File: config.mk
export PLATFORM = sky130hd
export DESIGN_NAME = gc_emulator_top
export DESIGN_NICKNAME = d
export VERILOG_FILES = /design/src/verilog/gc_pkg.sv /design/src/verilog/gc_quarter_timer.sv /design/src/verilog/joybus_bit_detector.sv /design/src/verilog/joybus_bit_generator.sv /design/src/verilog/gc_controller.sv /design/src/verilog/gc_state_regs.sv /design/src/verilog/gc_emulator_top.sv
export VERILOG_INCLUDE_DIRS = /design/src /design/src/verilog
export SDC_FILE = /design/constraint.sdc
export NUM_CORES = 1
export LEC_CHECK = 0
export ABC_AREA = 1
export BUFFER_PORTS_ARGS = -buffer_cell sky130_fd_sc_hd__buf_2
export CAP_MARGIN = 10
export CORE_MARGIN = 4
export CORE_UTILIZATION = 30
export CTS_CLUSTER_DIAMETER = 150
export DETAILED_ROUTE_END_ITERATION = 7
export PLACE_DENSITY = 0.52
export SKIP_CTS_REPAIR_TIMING = 1
export SYNTH_ARGS = -nofsm -noshare
export SYNTH_HDL_FRONTEND = slang
export SYNTH_SLANG_ARGS = --single-unit
File: constraint.sdc
create_clock -name clk -period 2 [get_ports clk]
set_clock_uncertainty 0.2 [all_clocks]
set_input_delay 0.3 -clock clk [delete_from_list [all_inputs] [get_ports clk]]
set_output_delay 0.3 -clock clk [all_outputs]
set_load 0.005 [all_outputs]
File: src/verilog/gc_cfg.svh
/*
 * GameCube controller emulator configuration
 * Quarter-bit timing, frame idle timeout and AXI4-Lite register map
 */
`ifndef GC_CFG_SVH
`define GC_CFG_SVH

// Clock cycles per quarter bit, small for simulation
`define GC_QUARTER_CYCLES 4

// Line high this many quarters ends a console frame
`define GC_IDLE_QUARTERS 8

// AXI byte offsets
`define GC_REG_STATE_LO 4'h0
`define GC_REG_STATE_HI 4'h4
`define GC_REG_STATUS   4'h8

`endif

File: src/verilog/gc_pkg.sv
/*
 * GameCube controller emulator types
 * Console commands, controller FSM states, receive events, AXI responses
 */
`default_nettype none

package gc_pkg;

	// Recognized console commands
	typedef enum logic [1:0] {
		CMD_NONE    = 2'd0,
		CMD_ID      = 2'd1,
		CMD_STATUS  = 2'd2,
		CMD_ORIGINS = 2'd3
	} gc_cmd_e;

	// Controller FSM
	typedef enum logic [1:0] {
		ST_RX   = 2'd0, // Decoding console bits
		ST_TX   = 2'd1, // Sending response payload
		ST_STOP = 2'd2  // Sending final stop bit
	} ctrl_state_e;

	// One-cycle events from the bit detector
	typedef struct packed {
		logic start;  // First falling edge of a frame
		logic strobe; // One bit decoded
		logic data;   // Value of that bit
		logic stop;   // Line idle after a frame
		logic error;  // Line held low too long
	} rx_event_t;

	// AXI4-Lite response codes
	typedef enum logic [1:0] {
		RESP_OKAY   = 2'd0,
		RESP_SLVERR = 2'd2
	} axi_resp_e;

endpackage

`default_nettype wire

File: src/verilog/gc_quarter_timer.sv
/*
 * Quarter-bit timebase
 * Free-running down counter, one-cycle tick at each quarter boundary
 */
`timescale 1ns/1ps
`default_nettype none
`include "gc_cfg.svh"

module gc_quarter_timer (
	input  logic clk,
	input  logic reset,
	output logic tick
);
	localparam int CNT_W = $clog2(`GC_QUARTER_CYCLES + 1);
	localparam logic [CNT_W-1:0] RELOAD = CNT_W'(`GC_QUARTER_CYCLES - 1);

	logic [CNT_W-1:0] cnt;

	always_ff @(posedge clk or posedge reset) begin
		if (reset)
			cnt <= RELOAD;
		else if (cnt == '0)
			cnt <= RELOAD; // Wrap
		else
			cnt <= cnt - 1'b1;
	end

	assign tick = (cnt == '0); // Last cycle of each quarter

endmodule

`default_nettype wire

File: src/verilog/joybus_bit_detector.sv
/*
 * Joybus bit detector
 * Synchronizes the line, times low and high phases, and reports
 * frame start, decoded bits, frame stop and stuck-low errors
 */
`timescale 1ns/1ps
`default_nettype none
`include "gc_cfg.svh"

module joybus_bit_detector import gc_pkg::*; (
	input  logic      clk,
	input  logic      reset,
	input  logic      rx_line,
	output rx_event_t rx_evt
);
	localparam int LIMIT = `GC_IDLE_QUARTERS * `GC_QUARTER_CYCLES;
	localparam int CNT_W = $clog2(LIMIT + 1);
	localparam logic [CNT_W-1:0] CNT_MAX   = CNT_W'(LIMIT);
	localparam logic [CNT_W-1:0] CNT_LAST  = CNT_W'(LIMIT - 1);
	localparam logic [CNT_W-1:0] SHORT_LOW = CNT_W'(2 * `GC_QUARTER_CYCLES);

	logic [1:0]       sync_q;   // Two-flop synchronizer
	logic             line;
	logic             line_d;
	logic             in_frame; // Between start and stop
	logic [CNT_W-1:0] low_cnt;
	logic [CNT_W-1:0] high_cnt;
	logic             fall;
	logic             rise;

	assign line = sync_q[1];
	assign fall = line_d & ~line;
	assign rise = ~line_d & line;

	always_ff @(posedge clk or posedge reset) begin
		if (reset) begin
			sync_q   <= 2'b11; // Idle high
			line_d   <= 1'b1;
			in_frame <= 1'b0;
			low_cnt  <= '0;
			high_cnt <= '0;
			rx_evt   <= '0;
		end else begin
			sync_q <= {sync_q[0], rx_line};
			line_d <= line;
			rx_evt <= '0; // Events last one cycle

			// Saturating phase counters
			if (line) begin
				low_cnt <= '0;
				if (high_cnt != CNT_MAX)
					high_cnt <= high_cnt + 1'b1;
			end else begin
				high_cnt <= '0;
				if (low_cnt != CNT_MAX)
					low_cnt <= low_cnt + 1'b1;
			end

			if (fall && !in_frame) begin
				in_frame     <= 1'b1;
				rx_evt.start <= 1'b1;
			end

			// Short low means a 1
			if (rise && in_frame) begin
				rx_evt.strobe <= 1'b1;
				rx_evt.data   <= (low_cnt < SHORT_LOW);
			end

			if (!line && in_frame && low_cnt == CNT_LAST) begin
				rx_evt.error <= 1'b1; // Stuck low, drop the frame
				in_frame     <= 1'b0;
			end

			if (line && in_frame && high_cnt == CNT_LAST) begin
				rx_evt.stop <= 1'b1;
				in_frame    <= 1'b0;
			end
		end
	end

endmodule

`default_nettype wire

File: src/verilog/joybus_bit_generator.sv
/*
 * Joybus bit generator
 * Takes one bit per four quarters and shapes it into pull-low pulses,
 * back to back with no gap between accepted bits
 */
`timescale 1ns/1ps
`default_nettype none

module joybus_bit_generator (
	input  logic clk,
	input  logic reset,
	input  logic tick,
	input  logic bit_valid,
	input  logic bit_data,
	output logic bit_ready,
	output logic tx_low
);
	logic       busy;
	logic [1:0] quarter;
	logic       data_q; // Bit being sent
	logic       idle;
	logic [1:0] quarter_nxt;

	// Last quarter counts as idle so the next bit follows directly
	assign idle        = !busy || (quarter == 2'd3);
	assign bit_ready   = tick && idle && bit_valid;
	assign quarter_nxt = quarter + 2'd1;

	always_ff @(posedge clk or posedge reset) begin
		if (reset) begin
			busy    <= 1'b0;
			quarter <= 2'd0;
			tx_low  <= 1'b0;
		end else if (tick) begin
			if (idle) begin
				busy    <= bit_valid;
				quarter <= 2'd0;
				tx_low  <= bit_valid; // Quarter 0 always low
			end else begin
				quarter <= quarter_nxt;
				tx_low  <= !data_q && (quarter_nxt != 2'd3); // Quarters 1 and 2 for a 0
			end
		end
	end

	always_ff @(posedge clk) begin
		if (bit_ready)
			data_q <= bit_data;
	end

endmodule

`default_nettype wire

File: src/verilog/gc_controller.sv
/*
 * GameCube controller FSM
 * Matches console commands bit by bit, then feeds the response bits
 * and the closing stop bit to the bit generator
 */
`timescale 1ns/1ps
`default_nettype none
`include "gc_cfg.svh"

module gc_controller import gc_pkg::*; (
	input  logic      clk,
	input  logic      reset,
	input  rx_event_t rx_evt,
	input  logic      bit_ready,
	output logic      bit_valid,
	output logic      bit_data,
	output logic [5:0] state_addr,
	input  logic      state_bit,
	output logic      rumble,
	output gc_cmd_e   last_cmd
);
	localparam int WAIT_W = $clog2(4 * `GC_QUARTER_CYCLES + 1);
	localparam logic [WAIT_W-1:0] GAP      = WAIT_W'(`GC_QUARTER_CYCLES);
	localparam logic [WAIT_W-1:0] BIT_TIME = WAIT_W'(4 * `GC_QUARTER_CYCLES);

	localparam logic [8:0]  ORG_PAT    = 9'b0100_0001_1; // 0x41 plus stop
	localparam logic [15:0] STATUS_PAT = 16'h4003;
	localparam logic [23:0] ID_RESP    = 24'h09_00_00;
	localparam logic [79:0] ORG_RESP   = 80'h00_80_80_80_80_80_00_00_02_02;

	ctrl_state_e       state;
	logic [6:0]        bit_cnt;     // Rx strobes or tx bits
	logic              cand_id;     // Still-possible commands
	logic              cand_status;
	logic              cand_origins;
	logic              pend_rumble; // Flags bit 0 until frame completes
	logic              stop_sent;
	logic [WAIT_W-1:0] wait_cnt;
	logic              id_ok;
	logic              status_ok;
	logic              org_ok;
	logic [2:0]        done_vec;
	logic [6:0]        resp_len;
	logic              resp_bit;

	// Does the current rx bit fit each command
	always_comb begin
		id_ok  = (bit_cnt <= 7'd8) && (rx_evt.data == (bit_cnt == 7'd8));
		org_ok = (bit_cnt <= 7'd8) && (rx_evt.data == ORG_PAT[4'(7'd8 - bit_cnt)]);
		if (bit_cnt < 7'd16)
			status_ok = (rx_evt.data == STATUS_PAT[4'(7'd15 - bit_cnt)]);
		else if (bit_cnt < 7'd24)
			status_ok = 1'b1; // Flags byte
		else if (bit_cnt == 7'd24)
			status_ok = rx_evt.data; // Stop bit
		else
			status_ok = 1'b0; // Too long
	end

	// Completed at stop: counts include the console stop bit
	assign done_vec = {cand_id && bit_cnt == 7'd9,
	                   cand_status && bit_cnt == 7'd25,
	                   cand_origins && bit_cnt == 7'd9};

	// Response source per command, MSB first
	always_comb begin
		case (last_cmd)
			CMD_ID: begin
				resp_len = 7'd24;
				resp_bit = ID_RESP[5'(7'd23 - bit_cnt)];
			end
			CMD_ORIGINS: begin
				resp_len = 7'd80;
				resp_bit = ORG_RESP[7'd79 - bit_cnt];
			end
			default: begin
				resp_len = 7'd64;
				resp_bit = state_bit; // Stored state, fetched by index
			end
		endcase
	end

	assign state_addr = bit_cnt[5:0];
	assign bit_valid  = (wait_cnt == '0) &&
	                    (state == ST_TX || (state == ST_STOP && !stop_sent));
	assign bit_data   = (state == ST_STOP) ? 1'b1 : resp_bit;

	always_ff @(posedge clk or posedge reset) begin
		if (reset) begin
			state        <= ST_RX;
			bit_cnt      <= '0;
			cand_id      <= 1'b1;
			cand_status  <= 1'b1;
			cand_origins <= 1'b1;
			pend_rumble  <= 1'b0;
			stop_sent    <= 1'b0;
			wait_cnt     <= '0;
			rumble       <= 1'b0;
			last_cmd     <= CMD_NONE;
		end else begin
			if (wait_cnt != '0)
				wait_cnt <= wait_cnt - 1'b1;

			case (state)
				ST_RX: begin
					if (rx_evt.start || rx_evt.stop) begin
						// Re-arm all matchers
						cand_id      <= 1'b1;
						cand_status  <= 1'b1;
						cand_origins <= 1'b1;
						bit_cnt      <= '0;
					end else if (rx_evt.error) begin
						cand_id      <= 1'b0;
						cand_status  <= 1'b0;
						cand_origins <= 1'b0;
					end else if (rx_evt.strobe) begin
						cand_id      <= cand_id & id_ok;
						cand_status  <= cand_status & status_ok;
						cand_origins <= cand_origins & org_ok;
						if (bit_cnt == 7'd23)
							pend_rumble <= rx_evt.data;
						if (bit_cnt != 7'd127)
							bit_cnt <= bit_cnt + 1'b1;
					end

					if (rx_evt.stop && done_vec inside {3'b100, 3'b010, 3'b001}) begin
						state     <= ST_TX;
						wait_cnt  <= GAP; // Turnaround before first bit
						stop_sent <= 1'b0;
						if (done_vec[2])
							last_cmd <= CMD_ID;
						else if (done_vec[1]) begin
							last_cmd <= CMD_STATUS;
							rumble   <= pend_rumble;
						end else
							last_cmd <= CMD_ORIGINS;
					end
				end
				ST_TX: begin
					if (bit_ready) begin
						if (bit_cnt == resp_len - 7'd1) begin
							state   <= ST_STOP;
							bit_cnt <= '0;
						end else
							bit_cnt <= bit_cnt + 1'b1;
					end
				end
				default: begin // ST_STOP
					if (bit_ready) begin
						stop_sent <= 1'b1;
						wait_cnt  <= BIT_TIME; // Let the stop bit finish
					end else if (stop_sent && wait_cnt == '0)
						state <= ST_RX;
				end
			endcase
		end
	end

endmodule

`default_nettype wire

File: src/verilog/gc_state_regs.sv
/*
 * AXI4-Lite register block
 * 64-bit controller state with byte strobes, plus rumble and last command
 * status; serves state bits to the controller by response index
 */
`timescale 1ns/1ps
`default_nettype none
`include "gc_cfg.svh"

module gc_state_regs import gc_pkg::*; (
	input  logic        clk,
	input  logic        reset,
	input  logic [3:0]  awaddr,
	input  logic        awvalid,
	output logic        awready,
	input  logic [31:0] wdata,
	input  logic [3:0]  wstrb,
	input  logic        wvalid,
	output logic        wready,
	output axi_resp_e   bresp,
	output logic        bvalid,
	input  logic        bready,
	input  logic [3:0]  araddr,
	input  logic        arvalid,
	output logic        arready,
	output logic [31:0] rdata,
	output axi_resp_e   rresp,
	output logic        rvalid,
	input  logic        rready,
	input  logic [5:0]  state_addr,
	output logic        state_bit,
	input  logic        rumble,
	input  gc_cmd_e     last_cmd
);
	logic [31:0] state_lo; // Bytes 0 to 3
	logic [31:0] state_hi; // Bytes 4 to 7
	logic        wr_go;
	logic        rd_go;

	// Address and data taken together, stalled by a pending response
	assign wr_go   = awvalid && wvalid && !bvalid;
	assign awready = wr_go;
	assign wready  = wr_go;
	assign rd_go   = arvalid && !rvalid;
	assign arready = rd_go;

	// Byte i/8, bit 7-(i mod 8)
	assign state_bit = {state_hi, state_lo}[{state_addr[5:3], ~state_addr[2:0]}];

	always_ff @(posedge clk or posedge reset) begin
		if (reset) begin
			bvalid <= 1'b0;
			rvalid <= 1'b0;
		end else begin
			if (wr_go)
				bvalid <= 1'b1;
			else if (bready)
				bvalid <= 1'b0;
			if (rd_go)
				rvalid <= 1'b1;
			else if (rready)
				rvalid <= 1'b0;
		end
	end

	always_ff @(posedge clk) begin
		if (wr_go) begin
			bresp <= RESP_OKAY;
			for (int i = 0; i < 4; i++) begin
				if (wstrb[i] && awaddr == `GC_REG_STATE_LO)
					state_lo[8*i +: 8] <= wdata[8*i +: 8];
				if (wstrb[i] && awaddr == `GC_REG_STATE_HI)
					state_hi[8*i +: 8] <= wdata[8*i +: 8];
			end
			if (awaddr != `GC_REG_STATE_LO && awaddr != `GC_REG_STATE_HI)
				bresp <= RESP_SLVERR; // STATUS is read only
		end
		if (rd_go) begin
			rresp <= RESP_OKAY;
			case (araddr)
				`GC_REG_STATE_LO: rdata <= state_lo;
				`GC_REG_STATE_HI: rdata <= state_hi;
				`GC_REG_STATUS:   rdata <= {26'd0, last_cmd, 3'd0, rumble};
				default: begin
					rdata <= 32'd0;
					rresp <= RESP_SLVERR;
				end
			endcase
		end
	end

endmodule

`default_nettype wire

File: src/verilog/gc_emulator_top.sv
/*
 * GameCube controller emulator, single port
 * AXI4-Lite state registers driving a joybus responder
 */
`timescale 1ns/1ps
`default_nettype none

module gc_emulator_top import gc_pkg::*; (
	input  logic        clk,
	input  logic        reset,
	input  logic [3:0]  awaddr,
	input  logic        awvalid,
	output logic        awready,
	input  logic [31:0] wdata,
	input  logic [3:0]  wstrb,
	input  logic        wvalid,
	output logic        wready,
	output axi_resp_e   bresp,
	output logic        bvalid,
	input  logic        bready,
	input  logic [3:0]  araddr,
	input  logic        arvalid,
	output logic        arready,
	output logic [31:0] rdata,
	output axi_resp_e   rresp,
	output logic        rvalid,
	input  logic        rready,
	input  logic        rx_line, // Sampled open-drain pin
	output logic        tx_low   // Pull the pin low
);
	logic       tick;
	rx_event_t  rx_evt;
	logic       bit_valid;
	logic       bit_data;
	logic       bit_ready;
	logic [5:0] state_addr;
	logic       state_bit;
	logic       rumble;
	gc_cmd_e    last_cmd;

	gc_quarter_timer u_timer (.clk, .reset, .tick);

	joybus_bit_detector u_detector (.clk, .reset, .rx_line, .rx_evt);

	joybus_bit_generator u_generator (
		.clk, .reset, .tick, .bit_valid, .bit_data, .bit_ready, .tx_low
	);

	gc_controller u_controller (
		.clk, .reset, .rx_evt, .bit_ready, .bit_valid, .bit_data,
		.state_addr, .state_bit, .rumble, .last_cmd
	);

	gc_state_regs u_regs (
		.clk, .reset,
		.awaddr, .awvalid, .awready, .wdata, .wstrb, .wvalid, .wready,
		.bresp, .bvalid, .bready,
		.araddr, .arvalid, .arready, .rdata, .rresp, .rvalid, .rready,
		.state_addr, .state_bit, .rumble, .last_cmd
	);

endmodule

`default_nettype wire

== After elaboration in Yosys (flattened, before gate mapping) ==
Memory sizes are Yosys's and may differ from the RTL's.
Index checks and enable logic that the tools add are counted.
W data, S select, Z words.
Word-level totals
  bits in registers: 153
  ROM bits: 192
  input bits: 52
  output and inout port bits: 42
  word-level logic and storage cells: 245
  memories: 4
Operators by class
  $add $sub $neg: 11
  $lt $le $gt $ge: 9
  equal/unequal tests: 35
  mux-type cells: 63
  bitwise operators: 12
  reductions and logical operators: 73
Memories
  (name not given): depth 128, bits a word 1, read ports 1, clocked after Yosys merged registers in 0, wr ports 0, RTL line gc_controller.sv:74  | resp_bit = ORG_RESP[7'd79 - bit_cnt];
  (name not given): depth 32, bits a word 1, read ports 1, clocked after Yosys merged registers in 0, wr ports 0, RTL line gc_controller.sv:70  | resp_bit = ID_RESP[5'(7'd23 - bit_cnt)];
  (name not given): depth 16, bits a word 1, read ports 1, clocked after Yosys merged registers in 0, wr ports 0, RTL line gc_controller.sv:49  | org_ok = (bit_cnt <= 7'd8) && (rx_evt.data == ORG_PAT[4'(7'd8 - bit_cnt)]);
  (name not given): depth 16, bits a word 1, read ports 1, clocked after Yosys merged registers in 0, wr ports 0, RTL line gc_controller.sv:51  | status_ok = (rx_evt.data == STATUS_PAT[4'(7'd15 - bit_cnt)]);
Operator list (count)
  $pmux W32 S3: 1
  $mux W7: 6
  $mux W1: 31
  $logic_and A1 B1 Y1: 30
  $pmux W7 S2: 2
  $mux W6: 4
  $reduce_and A2 Y1: 11
  $eq A7 B5 Y1 const B: 3
  $mux W2: 10
  $mux W5: 3
  $reduce_and A5 Y1: 3
  $eq A7 B4 Y1 const B: 2
  $lt A7 B5 Y1 const B: 2
  $add A6 B1 Y6 const B: 2
  $eq A6 B5 Y1 const B: 2
  $ne A6 B6 Y1 const B: 2
  $reduce_bool A3 Y1: 4
  $lt A4 B5 Y1 const B: 2
  $pmux W5 S2: 1
  $reduce_bool A2 Y1: 5
  $eq A4 B3 Y1 const B: 2
  $logic_not A4 Y1: 2
  $lt A7 B8 Y1 const B: 1
  $ne A2 B2 Y1 const B: 4
  other kinds (42): 68

== Logic depth before layout (Yosys ltp) ==
Gate-level depths: netlist of run 1.
  depth in word-level cells: 9
  gate-level depth with buffers: 13

== Hierarchy ==
Synthesis of run 1 repeated with hierarchy kept, for this count alone.
Second synthesis, totals
  cells, all modules: 802
  area total of the unflattened synthesis: 7546.0 um2
By module, submodules not included
  gc_state_regs: instances 1, cells an instance 395, area each 4354.2 um2
  gc_controller: instances 1, cells an instance 252, area each 1819.2 um2
  joybus_bit_detector: instances 1, cells an instance 110, area each 973.4 um2
  joybus_bit_generator: instances 1, cells an instance 28, area each 244.0 um2
  gc_quarter_timer: instances 1, cells an instance 17, area each 155.1 um2

== Worst setup path before layout of run 1 ==
No wires, ideal clock.
  kind: reg2reg
  start: register u_timer.cnt[0]
  end: register u_controller.bit_cnt[5]
  library setup time: 130 ps
  arrival time: 1664 ps
  required time: 1670 ps
  slack: 6 ps
  cell stages (with the launch flop): 13
  path buffers: 1
  cell sequence: dfstp_2 -> inv_1 -> ha_1 -> ha_1 -> inv_1 -> nor2_1 -> nand3_4 -> nand2_4 -> nand3_4 -> inv_2 -> buf_6 -> nand2_1 -> o21ai_0
On the way
  word-level cells in the longest chain between the ends: 5
RTL lines
  start: declaration: RTL line gc_quarter_timer.sv:17  | logic [CNT_W-1:0] cnt;
  start signal: assignment: RTL line gc_quarter_timer.sv:25  | cnt <= cnt - 1'b1;
  $logic_not A3 Y1: RTL line gc_quarter_timer.sv:28  | assign tick = (cnt == '0);
  $logic_and A1 B1 Y1 (2 in series): RTL line joybus_bit_generator.sv:26  | assign bit_ready = tick && idle && bit_valid;
  $ne A2 B2 Y1 (no line)
  $reduce_and A5 Y1 (no line)
  end signal: assignment: RTL line gc_controller.sv:123  | bit_cnt <= bit_cnt + 1'b1;
  end signal: assignment: RTL line gc_controller.sv:145  | bit_cnt <= bit_cnt + 1'b1;
  end: declaration: RTL line gc_controller.sv:32  | logic [6:0] bit_cnt;
No other way between the ends.
A chain may end at the register's enable or synchronous reset.

== Final worst setup path of run 1 ==
  start: register u_controller.bit_cnt[0]
  end: register u_generator.data_q, data pin
On the way
  word-level cells in the longest chain between the ends: 4
  elaborated cells on any way between the ends: 10
RTL lines
  $sub A7 B7 Y7, or another cell as far along: RTL line gc_controller.sv:74
  $mem_v2 Z128 W1, or another cell as far along
  $mux W1, on equally long branches: RTL line gc_controller.sv:74, gc_controller.sv:70, gc_state_regs.sv:48
  $pmux W1 S2 (*): RTL line gc_controller.sv:67  | case (last_cmd)
  end signal: assignment: RTL line joybus_bit_generator.sv:48  | data_q <= bit_data;
  end: declaration: RTL line joybus_bit_generator.sv:20  | logic data_q;
Mark *: on every way between the ends. The rest lies on a longest branch, timed or not. The select of a mux whose other input is x is not followed.

==> results of run 1 <==
[cell usage in the layout, fill, tap and decap left out, types with 3 or more instances in the layout]
| cell | n |
|---|---|
| sky130_fd_sc_hd__nor2_4 | 3 |
| sky130_fd_sc_hd__o21ai_1 | 6 |
| sky130_fd_sc_hd__nand3_2 | 7 |
| sky130_fd_sc_hd__clkinvlp_4 | 4 |
| sky130_fd_sc_hd__o22ai_1 | 24 |
| sky130_fd_sc_hd__nor3_1 | 17 |
| sky130_fd_sc_hd__a21oi_1 | 11 |
| sky130_fd_sc_hd__nand3_1 | 77 |
| sky130_fd_sc_hd__nor2_1 | 31 |
| sky130_fd_sc_hd__o221ai_1 | 4 |
| sky130_fd_sc_hd__clkinv_4 | 3 |
| sky130_fd_sc_hd__dfrtp_1 | 42 |
| sky130_fd_sc_hd__clkbuf_16 | 18 |
| sky130_fd_sc_hd__nor4_1 | 4 |
| sky130_fd_sc_hd__dfstp_2 | 8 |
| sky130_fd_sc_hd__inv_2 | 8 |
| sky130_fd_sc_hd__edfxtp_1 | 99 |
| sky130_fd_sc_hd__buf_2 | 91 |
| sky130_fd_sc_hd__ha_1 | 17 |
| sky130_fd_sc_hd__o211ai_1 | 6 |
| sky130_fd_sc_hd__nand2_1 | 153 |
| sky130_fd_sc_hd__dlygate4sd3_1 | 41 |
| sky130_fd_sc_hd__buf_6 | 3 |
| sky130_fd_sc_hd__nand4_1 | 4 |
| sky130_fd_sc_hd__ha_2 | 4 |
| sky130_fd_sc_hd__inv_1 | 115 |
| sky130_fd_sc_hd__nand2_2 | 4 |
| sky130_fd_sc_hd__xor2_1 | 8 |
| sky130_fd_sc_hd__buf_12 | 6 |
| sky130_fd_sc_hd__buf_4 | 46 |
| sky130_fd_sc_hd__inv_6 | 6 |
| sky130_fd_sc_hd__o21ai_0 | 23 |
| sky130_fd_sc_hd__a21oi_2 | 4 |
[stage by stage]
stage               setup TNS, ns  std cells
detailed placement              0       1172
global placement         -0.00991       1172
global route               -0.112       1251
floorplan                       0        736
CTS                        -0.125       1204
finish                          0       1251
[layout make-up]
cell class	count	area, sq um
clock buffers	17	425
clock inverters	15	119
fillers	2319	14000
inverters	128	499
multi-input cells	433	2440
flip-flops and latches	151	4290
well taps	319	399
repair buffers	188	1390
[worst paths after layout]
check                                               startpoint                                     to  slack [ns]  depth (start not counted)
max                        u_controller.bit_cnt[0]$_DFFE_PP0P_       u_generator.data_q$_SDFFCE_PN1N_        0.02                         12
min                                                  araddr[3]              u_regs.rresp[1]$_DFFE_PP_        0.04                          3
max reg2reg                u_controller.bit_cnt[0]$_DFFE_PP0P_       u_generator.data_q$_SDFFCE_PN1N_        0.02                         12
min reg2reg                     u_detector.sync_q[0]$_DFF_PP1_         u_detector.sync_q[1]$_DFF_PP1_        0.16                          0
max in group asynchronous                                reset  u_controller.cand_origins$_DFFE_PP1P_        0.83                          4
min in group asynchronous                                reset      u_detector.low_cnt[2]$_DFFE_PP0P_        0.18                          3
[sequential cells by signal (all words and copies together) (netlist names), 3 cells and up]
signal / count
u_regs.rdata: 32
u_regs.state_hi: 32
u_regs.state_lo: 32
u_controller.bit_cnt: 7
u_detector.high_cnt: 6
u_detector.low_cnt: 6
u_controller.wait_cnt: 5
u_detector.rx_evt: 5
u_timer.cnt: 3
[layer usage]
layer	up-vias	share of wire, %	track usage [%]
li1	2822	-	-
met1	2643	48	18.8
met5	-	0	0
met3	17	5.0	3.26
met2	138	45	20.5
met4	0	1.3	4.00
[logic make-up (layout without fill, tap and decap cells)]
family / Yosys count / count (layout)
AOI/OAI and AO/OA: 86 / 86
xor gates and xnor gates: 10 / 10
adders and majority gates: 23 / 23
buffers and inverters: 152 / 348
DFF: 151 / 151
muxes: 1 / 1
other: 1 / 2
and+or+nand+nor: 311 / 311
[worst register-to-register path, stage by stage, from the launching register on]
cell	delay [ns]
sky130_fd_sc_hd__dfrtp_2	0.48
sky130_fd_sc_hd__clkinv_4	0.12
sky130_fd_sc_hd__buf_12	0.11
sky130_fd_sc_hd__clkbuf_16	0.14
sky130_fd_sc_hd__nand2_1	0.05
sky130_fd_sc_hd__nand3_1	0.06
sky130_fd_sc_hd__nand3_1	0.12
sky130_fd_sc_hd__nand3_2	0.11
sky130_fd_sc_hd__nand2_1	0.06
sky130_fd_sc_hd__nand2_1	0.06
sky130_fd_sc_hd__nand3_1	0.06
sky130_fd_sc_hd__nand3_1	0.09
sky130_fd_sc_hd__nand2_2	0.08
[power groups by stage]
stage               Clock, uW  Sequential [uW]  Combinational [uW]
floorplan                   0             3660                1370
global placement            0             3680                2190
detailed placement          0             3680                2210
CTS                      3050             3620                2220
global route             3180             3650                2830
finish                   2950             3630                2530
==> reports/qor.yml, run 1 <==
critical_path:
  critPathLaunchType: "register"
  crit_path_frequent_cell: "sky130_fd_sc_hd__nand3_1"
  critical_path.max_stage_delay_ns: 0.48
  cp_num_buf_inv: 3
  crit_path_cell_trace: "clkinv_4 -> buf_12 -> clkbuf_16 -> nand2_1 -> nand3_1 -> nand3_1 -> nand3_2 -> nand2_1 -> nand2_1 -> nand3_1 -> nand3_1 -> nand2_2"
  crit_required_ns: 1.97
  crit_fanout: 9
  timing.critical_path.max_delay_family: "simple AND/OR/NAND/NOR gates"
  critPathArrivalTime_ns: 1.95
  timing.critical_path.to_type: "register"
  slowest_stage: "sky130_fd_sc_hd__dfrtp_2"
  worst-setup-path-type: "reg2reg"
timing:
  layout_worst_path_cycle_share_pct: 99.0
  setup_violations: 0
  tightest_slew_ns: 0.555
  hold_viol_final: 0
  report.final.slew_viol_count: 0
  period_needed_ns: 1.98
  finalWorstSetupSlack_ns: 0.0198
  clock.fmax_ghz: 0.505
  maxSlewHeadroom_pct: 63.0
  grt_setup_unrepaired: "yes"
  worst_hold_slack_ns: 0.0405
power_and_ir_drop:
  sequentialPowerShare_pct: 39.9
  combinationalPowerShare_pct: 27.8
  power_frac_clock_pct: 32.4
  reported_leakage_power_uw: 0.00425
  power_density_nw_per_um2: 953
  internal_portion_of_total_power_uw: 6220
  switching_share_pct: 31.7
  switching_power_uw: 2890
  worst_ir_drop_vdd_uv: 496
  power_uw: 9110
synth:
  synth_top_area_share_pct: 41.3
  synthesis.area_sq_um: 7200
  async_reset_ff_share_pct: 34.4
  yosys_warnings: 0
  complex_gate_fraction_of_the_synthesized_area_pct: 7.18
  fraction_of_the_mapped_netlist_area_in_adder_cells_pct: 4.00
  main_combinational_cell_family_by_area_after_synthesis: "simple AND/OR/NAND/NOR gates"
  synthMostInstantiatedCell: "sky130_fd_sc_hd__nand2_1"
  yosys-mux-area-fraction_pct: 0.156
  yosys.area_share.simple_pct: 19.4
  yosys-top-cells-count: "155 x sky130_fd_sc_hd__nand2_1, 120 x sky130_fd_sc_hd__inv_1, 99 x sky130_fd_sc_hd__edfxtp_1"
  synth_cell_type_count: 45
  number_of_instances_in_the_synthesized_netlist: 735
  ys_dominant_reg_cell: "sky130_fd_sc_hd__edfxtp_1"
  synth-seq-cells: 151
  synth_xor_xnor_area_share_pct: 1.22
  synth_area_leaders: "sky130_fd_sc_hd__edfxtp_1 41%, sky130_fd_sc_hd__dfrtp_1 15%, sky130_fd_sc_hd__nand2_1 8.1%, sky130_fd_sc_hd__inv_1 6.3%, sky130_fd_sc_hd__nand3_1 5.7%"
  post_synth.cell_area_avg_sq_um: 9.80
  synth_area_leader: "sky130_fd_sc_hd__edfxtp_1"
  synth-edff-count: 99
  synth-seq-area-share_pct: 59.5
drt:
  detailedRoute.firstPassIterationCount: 5
  ant_nets: 0
  per_cell_via_count_in_the_routed_design: 4.49
  drt_drc_violations_left: 0
  dr_total_vias: 5620
  drt_iter0_drc: 328
  avgRoutedWirePerCell_um: 14.0
  wirelength_um: 17500
placement:
  setup_ws_pre_cts_ns: 0.000397
  port_buffers: 91
  gpl.final_weighted_congestion: 0.857
  hpwl_um: 12700
  detailed_place.area_sq_um: 8340
clock_network:
  cts_max_path_buffers: 2
  clock_pin_slew_reported_for_the_worst_setup_and_hold_paths_after_clock_tree_synthesis_ns: 0.07
  h-tree-depth: 4
  ctsRootBufferMaster: "sky130_fd_sc_hd__clkbuf_16"
  clock_sink_count: 151
  tritoncts: "built"
  clock_insertion_delay_worst_skew_ns: 0.42
  cts_buffers: 17
grt:
  overflow_after_grt: 0
  initial_antenna_violation_count: 0
  grt_first_pass_wirelength_um: 27800
  grt_start_max_net_pins: 39
  grt_use_total_pct: 13.4
  grt_pass1_vias: 5220
layout:
  fin_area_sq_um: 9560
  final_core_util_pct: 40.6
  antenna_cells_inserted: 0
  area_growth_syn_to_layout_pct: 32.8
  final_layout_size_suffix_gt1_share_pct: 25.5
  nNetsFinal: 994
floorplanning:
  area_of_the_die_sq_um: 26500
  io-pin-count: 94
  placement_rows: 56
  fp.dieH_um: 163
  die_width_um: 163
  core-area_sq_um: 23500
  initial_core_utilization_pct: 30.6
min_path:
  worst_hold_class: "in2reg"
run:
  max-cap-violations: 0
outcome:
  run_status: "finished, final reports clean"
Power figures use the tool's default switching activity.
==> inputs of run 2 (changes only) <==
--- a/config.mk
+++ b/config.mk
@@ -9,7 +9,6 @@
 export ABC_AREA = 1
 export BUFFER_PORTS_ARGS = -buffer_cell sky130_fd_sc_hd__buf_2
 export CAP_MARGIN = 10
-export CORE_MARGIN = 4
 export CORE_UTILIZATION = 30
 export CTS_CLUSTER_DIAMETER = 150
 export DETAILED_ROUTE_END_ITERATION = 7
==> run 2 against run 1 <==
Non-clock buffer count decreased by 8. Highest routed layer unchanged. Count of clock-buffer cells in the layout increased by 8. Routed wire length decreased by 1.2%. Final area decreased by 1.1%. Largest power group unchanged. Die area decreased by 7.2%. Sequential power about the same. Critical path depth increased by 1. Core utilization decreased by 0.32 points.
==> reports/qor.yml, run 2 (synthesis results as in run 1) <==
grt:
  overflow_after_grt: 0  # unchanged
  initial_antenna_violation_count: 0  # unchanged
  grt_first_pass_wirelength_um: 27100  # was 27800 um
  met1_usage_pct: 19.3  # was 18.8%
  grt_use_total_pct: 14.5  # was 13.4%
  groute.layer.met3.usage_pct: 3.06  # was 3.26%
  grt_pass1_vias: 5289  # was 5220
  groute.layer.met2.usage_pct: 23.5  # was 20.5%
  grt_start_max_net_pins: 53  # was 39
  gr-max-usage-layer: "met2"  # unchanged
clock_network:
  h-tree-depth: 4  # unchanged
  ctsRootBufferMaster: "sky130_fd_sc_hd__clkbuf_16"  # unchanged
  clock_pin_slew_reported_for_the_worst_setup_and_hold_paths_after_clock_tree_synthesis_ns: 0.06  # was 0.07 ns
  cts_max_path_buffers: 2  # unchanged
  tritoncts: "built"  # unchanged
  clock_sink_count: 151  # unchanged
  cts_buffers: 17  # unchanged
  clock_insertion_delay_worst_skew_ns: 0.42  # about the same
floorplanning:
  fp.dieH_um: 157  # was 163 um
  placement_rows: 56  # unchanged
  die_width_um: 157  # was 163 um
  io-pin-count: 94  # unchanged
  core-area_sq_um: 23500  # about the same
  area_of_the_die_sq_um: 24600  # was 26500 sq um
  initial_core_utilization_pct: 30.7  # was 30.6%
critical_path:
  timing.critical_path.max_delay_family: "flip-flops"  # was simple AND/OR/NAND/NOR gates
  worst-setup-path-type: "reg2reg"  # unchanged
  crit_fanout: 12  # was 9
  critical_path.max_stage_delay_ns: 0.53  # was 0.48 ns
  critPathLaunchType: "register"  # unchanged
  critPathArrivalTime_ns: 2.02  # was 1.95 ns
  slowest_stage: "sky130_fd_sc_hd__dfstp_2"  # was sky130_fd_sc_hd__dfrtp_2
  timing.critical_path.to_type: "register"  # unchanged
  crit_required_ns: 2.11  # was 1.97 ns
  cp_num_buf_inv: 4  # was 3
  crit_path_cell_trace: "inv_1 -> ha_1 -> ha_2 -> inv_2 -> nor2_4 -> nand3_4 -> nand2_4 -> nand3_4 -> inv_6 -> nand2_1 -> nand2_1 -> inv_1 -> nor2_1"  # was clkinv_4 -> buf_12 -> clkbuf_16 -> nand2_1 -> nand3_1 -> nand3_1 -> nand3_2 -> nand2_1 -> nand2_1 -> nand3_1 -> nand3_1 -> nand2_2
power_and_ir_drop:
  reported_leakage_power_uw: 0.00424  # was 0.00425 uW
  power_density_nw_per_um2: 977  # was 953 nW/um^2
  worst_ir_drop_vdd_uv: 523  # was 496 uV
drt:
  per_cell_via_count_in_the_routed_design: 4.44  # was 4.49
  drt_iter0_drc: 280  # was 328
  dr_total_vias: 5525  # was 5620
  drt_drc_violations_left: 0  # unchanged
  avgRoutedWirePerCell_um: 13.9  # was 14.0 um
  detailedRoute.firstPassIterationCount: 6  # was 5
  ant_nets: 0  # unchanged
  wirelength_um: 17300  # was 17500 um
layout:
  nNetsFinal: 986  # was 994
  area_growth_syn_to_layout_pct: 31.3  # was 32.8%
  final_core_util_pct: 40.3  # was 40.6%
  most_frequent_cells_in_the_layout: "155 x sky130_fd_sc_hd__nand2_1, 114 x sky130_fd_sc_hd__inv_1, 99 x sky130_fd_sc_hd__edfxtp_1, 91 x sky130_fd_sc_hd__buf_2, 79 x sky130_fd_sc_hd__nand3_1"  # was 153 x sky130_fd_sc_hd__nand2_1, 115 x sky130_fd_sc_hd__inv_1, 99 x sky130_fd_sc_hd__edfxtp_1, 91 x sky130_fd_sc_hd__buf_2, 77 x sky130_fd_sc_hd__nand3_1
  top_registers: "u_regs.rdata: 32 flops, u_regs.state_hi: 32 flops, u_regs.state_lo: 32 flops"  # unchanged
  fill_cells: 2334  # was 2319
  antenna_cells_inserted: 0  # unchanged
  final_layout_size_suffix_gt1_share_pct: 23.9  # was 25.5%
  mostFrequentLayoutCell: "sky130_fd_sc_hd__nand2_1"  # unchanged
placement:
  gpl.final_weighted_congestion: 0.834  # was 0.857
  port_buffers: 91  # unchanged
  hpwl_um: 12300  # was 12700 um
timing:
  hold_viol_final: 0  # unchanged
  report.final.slew_viol_count: 0  # unchanged
  grt_setup_unrepaired: "yes"  # unchanged
  maxSlewHeadroom_pct: 62.6  # was 63.0%
  layout_worst_path_cycle_share_pct: 95.5  # was 99.0%
  tightest_slew_ns: 0.560  # was 0.555 ns
  setup_tns_ns: 0  # unchanged
  clock.fmax_ghz: 0.524  # was 0.505 GHz
  period_needed_ns: 1.91  # was 1.98 ns
  setup_violations: 0  # unchanged
run:
  max-cap-violations: 0  # unchanged
min_path:
  worst_hold_class: "in2reg"  # unchanged
outcome:
  run_status: "finished, final reports clean"  # unchanged
==> run 2: final timing paths <==
| kind | start | endpoint | slack, ns | cells after the start |
|---|---|---|---|---|
| max in group asynchronous | reset | u_controller.cand_id$_DFFE_PP1P_ | 1.03 | 4 |
| min | araddr[0] | u_regs.rresp[1]$_DFFE_PP_ | 0.004 | 3 |
| min reg2reg | u_detector.sync_q[0]$_DFF_PP1_ | u_detector.sync_q[1]$_DFF_PP1_ | 0.16 | 0 |
| min in group asynchronous | reset | u_detector.low_cnt[3]$_DFFE_PP0P_ | 0.28 | 4 |
| max | u_timer.cnt[0]$_DFF_PP1_ | u_controller.bit_cnt[3]$_DFFE_PP0P_ | 0.09 | 13 |
| max reg2reg | u_timer.cnt[0]$_DFF_PP1_ | u_controller.bit_cnt[3]$_DFFE_PP0P_ | 0.09 | 13 |
==> run 2: cell type report <==
| class | instances | area, sq um | share of cell area, % |
|---|---|---|---|
| sequential | 151 | 4290 | 45.3 |
| multi-input combinational | 433 | 2390 | 25.2 |
| timing repair buffer | 180 | 1280 | 13.5 |
| clock buffer | 25 | 539 | 5.70 |
| inverter | 128 | 490 | 5.19 |
| tap | 319 | 399 | 4.22 |
| clock inverter | 7 | 76.3 | 0.807 |
==> run 2: stage by stage <==
stage               hold WS (ns)  std cells  power [uW]  setup WS, ns  cell area, sq um
finish                   0.00395       1243        9240        0.0906              9460
global route              0.0156       1243        9770       -0.0400              9460
CTS                       -0.270       1204        9160       -0.0581              8950
detailed placement         0.149       1172        5840       -0.0379              8330
global placement           0.146       1172        5830       -0.0390              8330
floorplan                  0.104        736        5030       0.00569              7200
==> run 2: worst register-to-register path, delay by kind of cell (launching register included) <==
family	cells	cell delay, ns
fa+ha+maj	2	0.39
buf+inv	4	0.22
simple gates	7	0.46
flops	1	0.53
==> run 2: power breakdown <==
part	internal, uW	switching [uW]
logic	977	1370
registers	3500	114
clock network	2010	1270
total	6490	2750
==> run 2: layer usage <==
metal | vias up | share of wire (%)
li1 | 2807 | -
met1 | 2597 | 48
met2 | 103 | 47
met3 | 18 | 3.3
met4 | 0 | 1.7
met5 | - | 0
==> inputs of run 3 (changes only) <==
--- a/config.mk
+++ b/config.mk
@@ -12,8 +12,9 @@
 export CORE_UTILIZATION = 30
 export CTS_CLUSTER_DIAMETER = 150
 export DETAILED_ROUTE_END_ITERATION = 7
-export PLACE_DENSITY = 0.52
+export PLACE_DENSITY = 0.5
 export SKIP_CTS_REPAIR_TIMING = 1
 export SYNTH_ARGS = -nofsm -noshare
 export SYNTH_HDL_FRONTEND = slang
 export SYNTH_SLANG_ARGS = --single-unit
+export TNS_END_PERCENT = 10
==> constraint.sdc (replaced) <==
create_clock -name clk -period 1.93 [get_ports clk]
set_clock_uncertainty 0.2 [all_clocks]
set_input_delay 0.2895 -clock clk [delete_from_list [all_inputs] [get_ports clk]]
set_output_delay 0.2895 -clock clk [all_outputs]
set_load 0.005 [all_outputs]
==> run 3 against run 2 <==
The run now ends with negative setup slack left. Worst hold slack gained 0.049 ns. Critical path depth fell by 4. Via count grew 1.1%. Global-route usage rose by 0.32 points. Critical endpoint is now u_controller.bit_cnt[1]$_DFFE_PP0P_. Sequential power rose by 3%. Setup slack worse by 0.15 ns. First-iteration DRC count shrank 3.9%. Core utilization rose by 0.61 points. Final area up 1.5%. Total power rose by 6.7%. Highest routed layer unchanged. Clock power up 7.3%.
==> reports/qor.yml, run 3 (synthesis results as in run 1) <==
clock_network:
  cts_buffers: 17  # unchanged
  cts_max_path_buffers: 2  # unchanged
  clock_pin_slew_reported_for_the_worst_setup_and_hold_paths_after_clock_tree_synthesis_ns: 0.06  # about the same
  clock_insertion_delay_worst_skew_ns: 0.42  # about the same
  ctsRootBufferMaster: "sky130_fd_sc_hd__clkbuf_16"  # unchanged
  clock_sink_count: 151  # unchanged
  tritoncts: "built"  # unchanged
  h-tree-depth: 4  # unchanged
placement:
  gpl.final_weighted_congestion: 0.878  # was 0.834
  detailed_place.area_sq_um: 8430  # was 8330 sq um
  hpwl_um: 12800  # was 12300 um
  dp.cells: 1185  # was 1172
  port_buffers: 91  # unchanged
timing:
  setup_tns_ns: -0.0861  # was 0 ns
  grt_setup_unrepaired: "yes"  # unchanged
  finalWorstSetupSlack_ns: -0.0576  # was 0.0906 ns
  report.final.slew_viol_count: 0  # unchanged
  hold_viol_final: 0  # unchanged
  clock.fmax_ghz: 0.503  # was 0.524 GHz
  layout_worst_path_cycle_share_pct: 103  # was 95.5%
  setup_violations: 3  # was 0
  period_needed_ns: 1.99  # was 1.91 ns
power_and_ir_drop:
  internal_portion_of_total_power_uw: 6950  # was 6490 uW
  switching_share_pct: 29.6  # was 29.8%
  reported_leakage_power_uw: 0.00431  # was 0.00424 uW
  combinationalPowerShare_pct: 26.3  # was 25.3%
  power_density_nw_per_um2: 1030  # was 977 nW/um^2
  worst_ir_drop_vdd_uv: 592  # was 523 uV
  power_uw: 9870  # was 9240 uW
  sequentialPowerShare_pct: 37.9  # was 39.1%
  switching_power_uw: 2920  # was 2750 uW
  power_frac_clock_pct: 35.8  # was 35.5%
layout:
  antenna_cells_inserted: 0  # unchanged
  final_core_util_pct: 40.9  # was 40.3%
  area_growth_syn_to_layout_pct: 33.3  # was 31.3%
  fin_area_sq_um: 9600  # was 9460 sq um
  post_route_insts_no_fill: 1259  # was 1243
  top_registers: "u_regs.rdata: 32 flops, u_regs.state_hi: 32 flops, u_regs.state_lo: 32 flops"  # unchanged
  most_frequent_cells_in_the_layout: "151 x sky130_fd_sc_hd__nand2_1, 114 x sky130_fd_sc_hd__inv_1, 99 x sky130_fd_sc_hd__edfxtp_1, 90 x sky130_fd_sc_hd__buf_2, 78 x sky130_fd_sc_hd__nand3_1"  # was 155 x sky130_fd_sc_hd__nand2_1, 114 x sky130_fd_sc_hd__inv_1, 99 x sky130_fd_sc_hd__edfxtp_1, 91 x sky130_fd_sc_hd__buf_2, 79 x sky130_fd_sc_hd__nand3_1
  mostFrequentLayoutCell: "sky130_fd_sc_hd__nand2_1"  # unchanged
  final_layout_size_suffix_gt1_share_pct: 25.9  # was 23.9%
  nNetsFinal: 1002  # was 986
  fill_cells: 2325  # was 2334
critical_path:
  crit_fanout: 6  # was 12
  worst-setup-path-type: "reg2reg"  # unchanged
  worst_r2r_path_depth: 9  # was 13
  critPathArrivalTime_ns: 2.08  # was 2.02 ns
  critPathLaunchType: "register"  # unchanged
  crit_required_ns: 2.02  # was 2.11 ns
  timing.critical_path.to_type: "register"  # unchanged
outcome:
  violations_in_the_final_reports: "negative setup slack"
  run_status: "finished, violations left"  # was finished, final reports clean
grt:
  initial_antenna_violation_count: 0  # unchanged
  grt_start_max_net_pins: 35  # was 53
  grt_pass1_vias: 5269  # was 5289
  overflow_after_grt: 0  # unchanged
  grt_use_total_pct: 14.9  # was 14.5%
  grt_first_pass_wirelength_um: 27700  # was 27100 um
run:
  max-cap-violations: 0  # unchanged
drt:
  dr_total_vias: 5585  # was 5525
  wirelength_um: 17400  # was 17300 um
  avgRoutedWirePerCell_um: 13.8  # was 13.9 um
  detailedRoute.firstPassIterationCount: 5  # was 6
  ant_nets: 0  # unchanged
  drt_drc_violations_left: 0  # unchanged
  per_cell_via_count_in_the_routed_design: 4.44  # about the same
  drt_iter0_drc: 269  # was 280
floorplanning:
  initial_core_utilization_pct: 30.7  # unchanged
  fp.dieH_um: 157  # unchanged
  placement_rows: 56  # unchanged
  area_of_the_die_sq_um: 24600  # unchanged
  io-pin-count: 94  # unchanged
  die_width_um: 157  # unchanged
  core-area_sq_um: 23500  # unchanged
min_path:
  worst_hold_class: "in2reg"  # unchanged
  min_path_cells: 3  # unchanged
run 3: changes by cell type in the layout (fill, tap and decap cells not counted), moves of 2 or more:
| cell | before | now |
|---|---|---|
| sky130_fd_sc_hd__clkinv_4 | 3 | 1 |
| sky130_fd_sc_hd__buf_4 | 45 | 60 |
| sky130_fd_sc_hd__nand2_2 | 2 | 6 |
| sky130_fd_sc_hd__clkinvlp_4 | 0 | 3 |
| sky130_fd_sc_hd__inv_6 | 2 | 4 |
| sky130_fd_sc_hd__bufinv_16 | 1 | 4 |
| sky130_fd_sc_hd__buf_6 | 2 | 4 |
| sky130_fd_sc_hd__clkbuf_8 | 2 | 0 |
| sky130_fd_sc_hd__clkbuf_16 | 21 | 17 |
| sky130_fd_sc_hd__nand2_1 | 155 | 151 |
run 3: path summary, 6_finish.rpt:
kind | slack (ns) | endpoint | from
setup / recovery | -0.06 | u_controller.bit_cnt[1]$_DFFE_PP0P_ | u_controller.bit_cnt[0]$_DFFE_PP0P_
hold / removal | 0.05 | u_regs.rresp[1]$_DFFE_PP_ | araddr[3]
setup reg to reg | -0.06 | u_controller.bit_cnt[1]$_DFFE_PP0P_ | u_controller.bit_cnt[0]$_DFFE_PP0P_
hold reg to reg | 0.16 | u_detector.sync_q[1]$_DFF_PP1_ | u_detector.sync_q[0]$_DFF_PP1_
max in group asynchronous | 0.72 | u_controller.cand_origins$_DFFE_PP1P_ | reset
min in group asynchronous | 0.23 | u_detector.low_cnt[2]$_DFFE_PP0P_ | reset
run 3: power groups by stage:
stage | logic (uW) | clock network (uW) | registers (uW)
4_1_cts | 2350 | 3600 | 3740
3_5_place_dp | 2340 | 0 | 3800
5_1_grt | 2890 | 3720 | 3760
2_1_floorplan | 1430 | 0 | 3790
3_3_place_gp | 2340 | 0 | 3800
6_report | 2590 | 3530 | 3740
run 3: critical path, cell delays in order, from the launching register on:
cell                        delay, ns
sky130_fd_sc_hd__dfrtp_2         0.46
sky130_fd_sc_hd__ha_2            0.23
sky130_fd_sc_hd__nand2_1         0.10
sky130_fd_sc_hd__a21oi_1         0.14
sky130_fd_sc_hd__o2111ai_1       0.16
sky130_fd_sc_hd__buf_4           0.20
sky130_fd_sc_hd__o21ai_1         0.18
sky130_fd_sc_hd__nor2_1          0.06
sky130_fd_sc_hd__nand2_1         0.05
sky130_fd_sc_hd__nand2_1         0.07
run 3: layout make-up:
| cell class | count | area [sq um] | area share (%) |
|---|---|---|---|
| Clock buffer | 19 | 433 | 4.51 |
| Clock inverter | 13 | 194 | 2.02 |
| Inverter | 128 | 490 | 5.11 |
| Multi-Input combinational cell | 433 | 2400 | 25.0 |
| Sequential cell | 151 | 4290 | 44.6 |
| Tap cell | 319 | 399 | 4.16 |
| Timing Repair Buffer | 196 | 1400 | 14.5 |
run 3: through the flow:
stage | setup slack, ns | hold slack, ns
6_report | -0.0576 | 0.0528
5_1_grt | -0.130 | 0.0673
3_3_place_gp | -0.130 | 0.143
2_1_floorplan | -0.0256 | 0.0940
3_5_place_dp | -0.131 | 0.143
4_1_cts | -0.164 | -0.314
run 3: per-layer routing:
| layer | GRT usage (%) | part of all wire [%] | vias to the layer above |
|---|---|---|---|
| met5 | 0 | 0 | - |
| met1 | 20.7 | 49 | 2601 |
| met2 | 23.0 | 45 | 132 |
| met3 | 3.69 | 4.2 | 12 |
| li1 | - | - | 2840 |
| met4 | 3.78 | 1.0 | 0 |
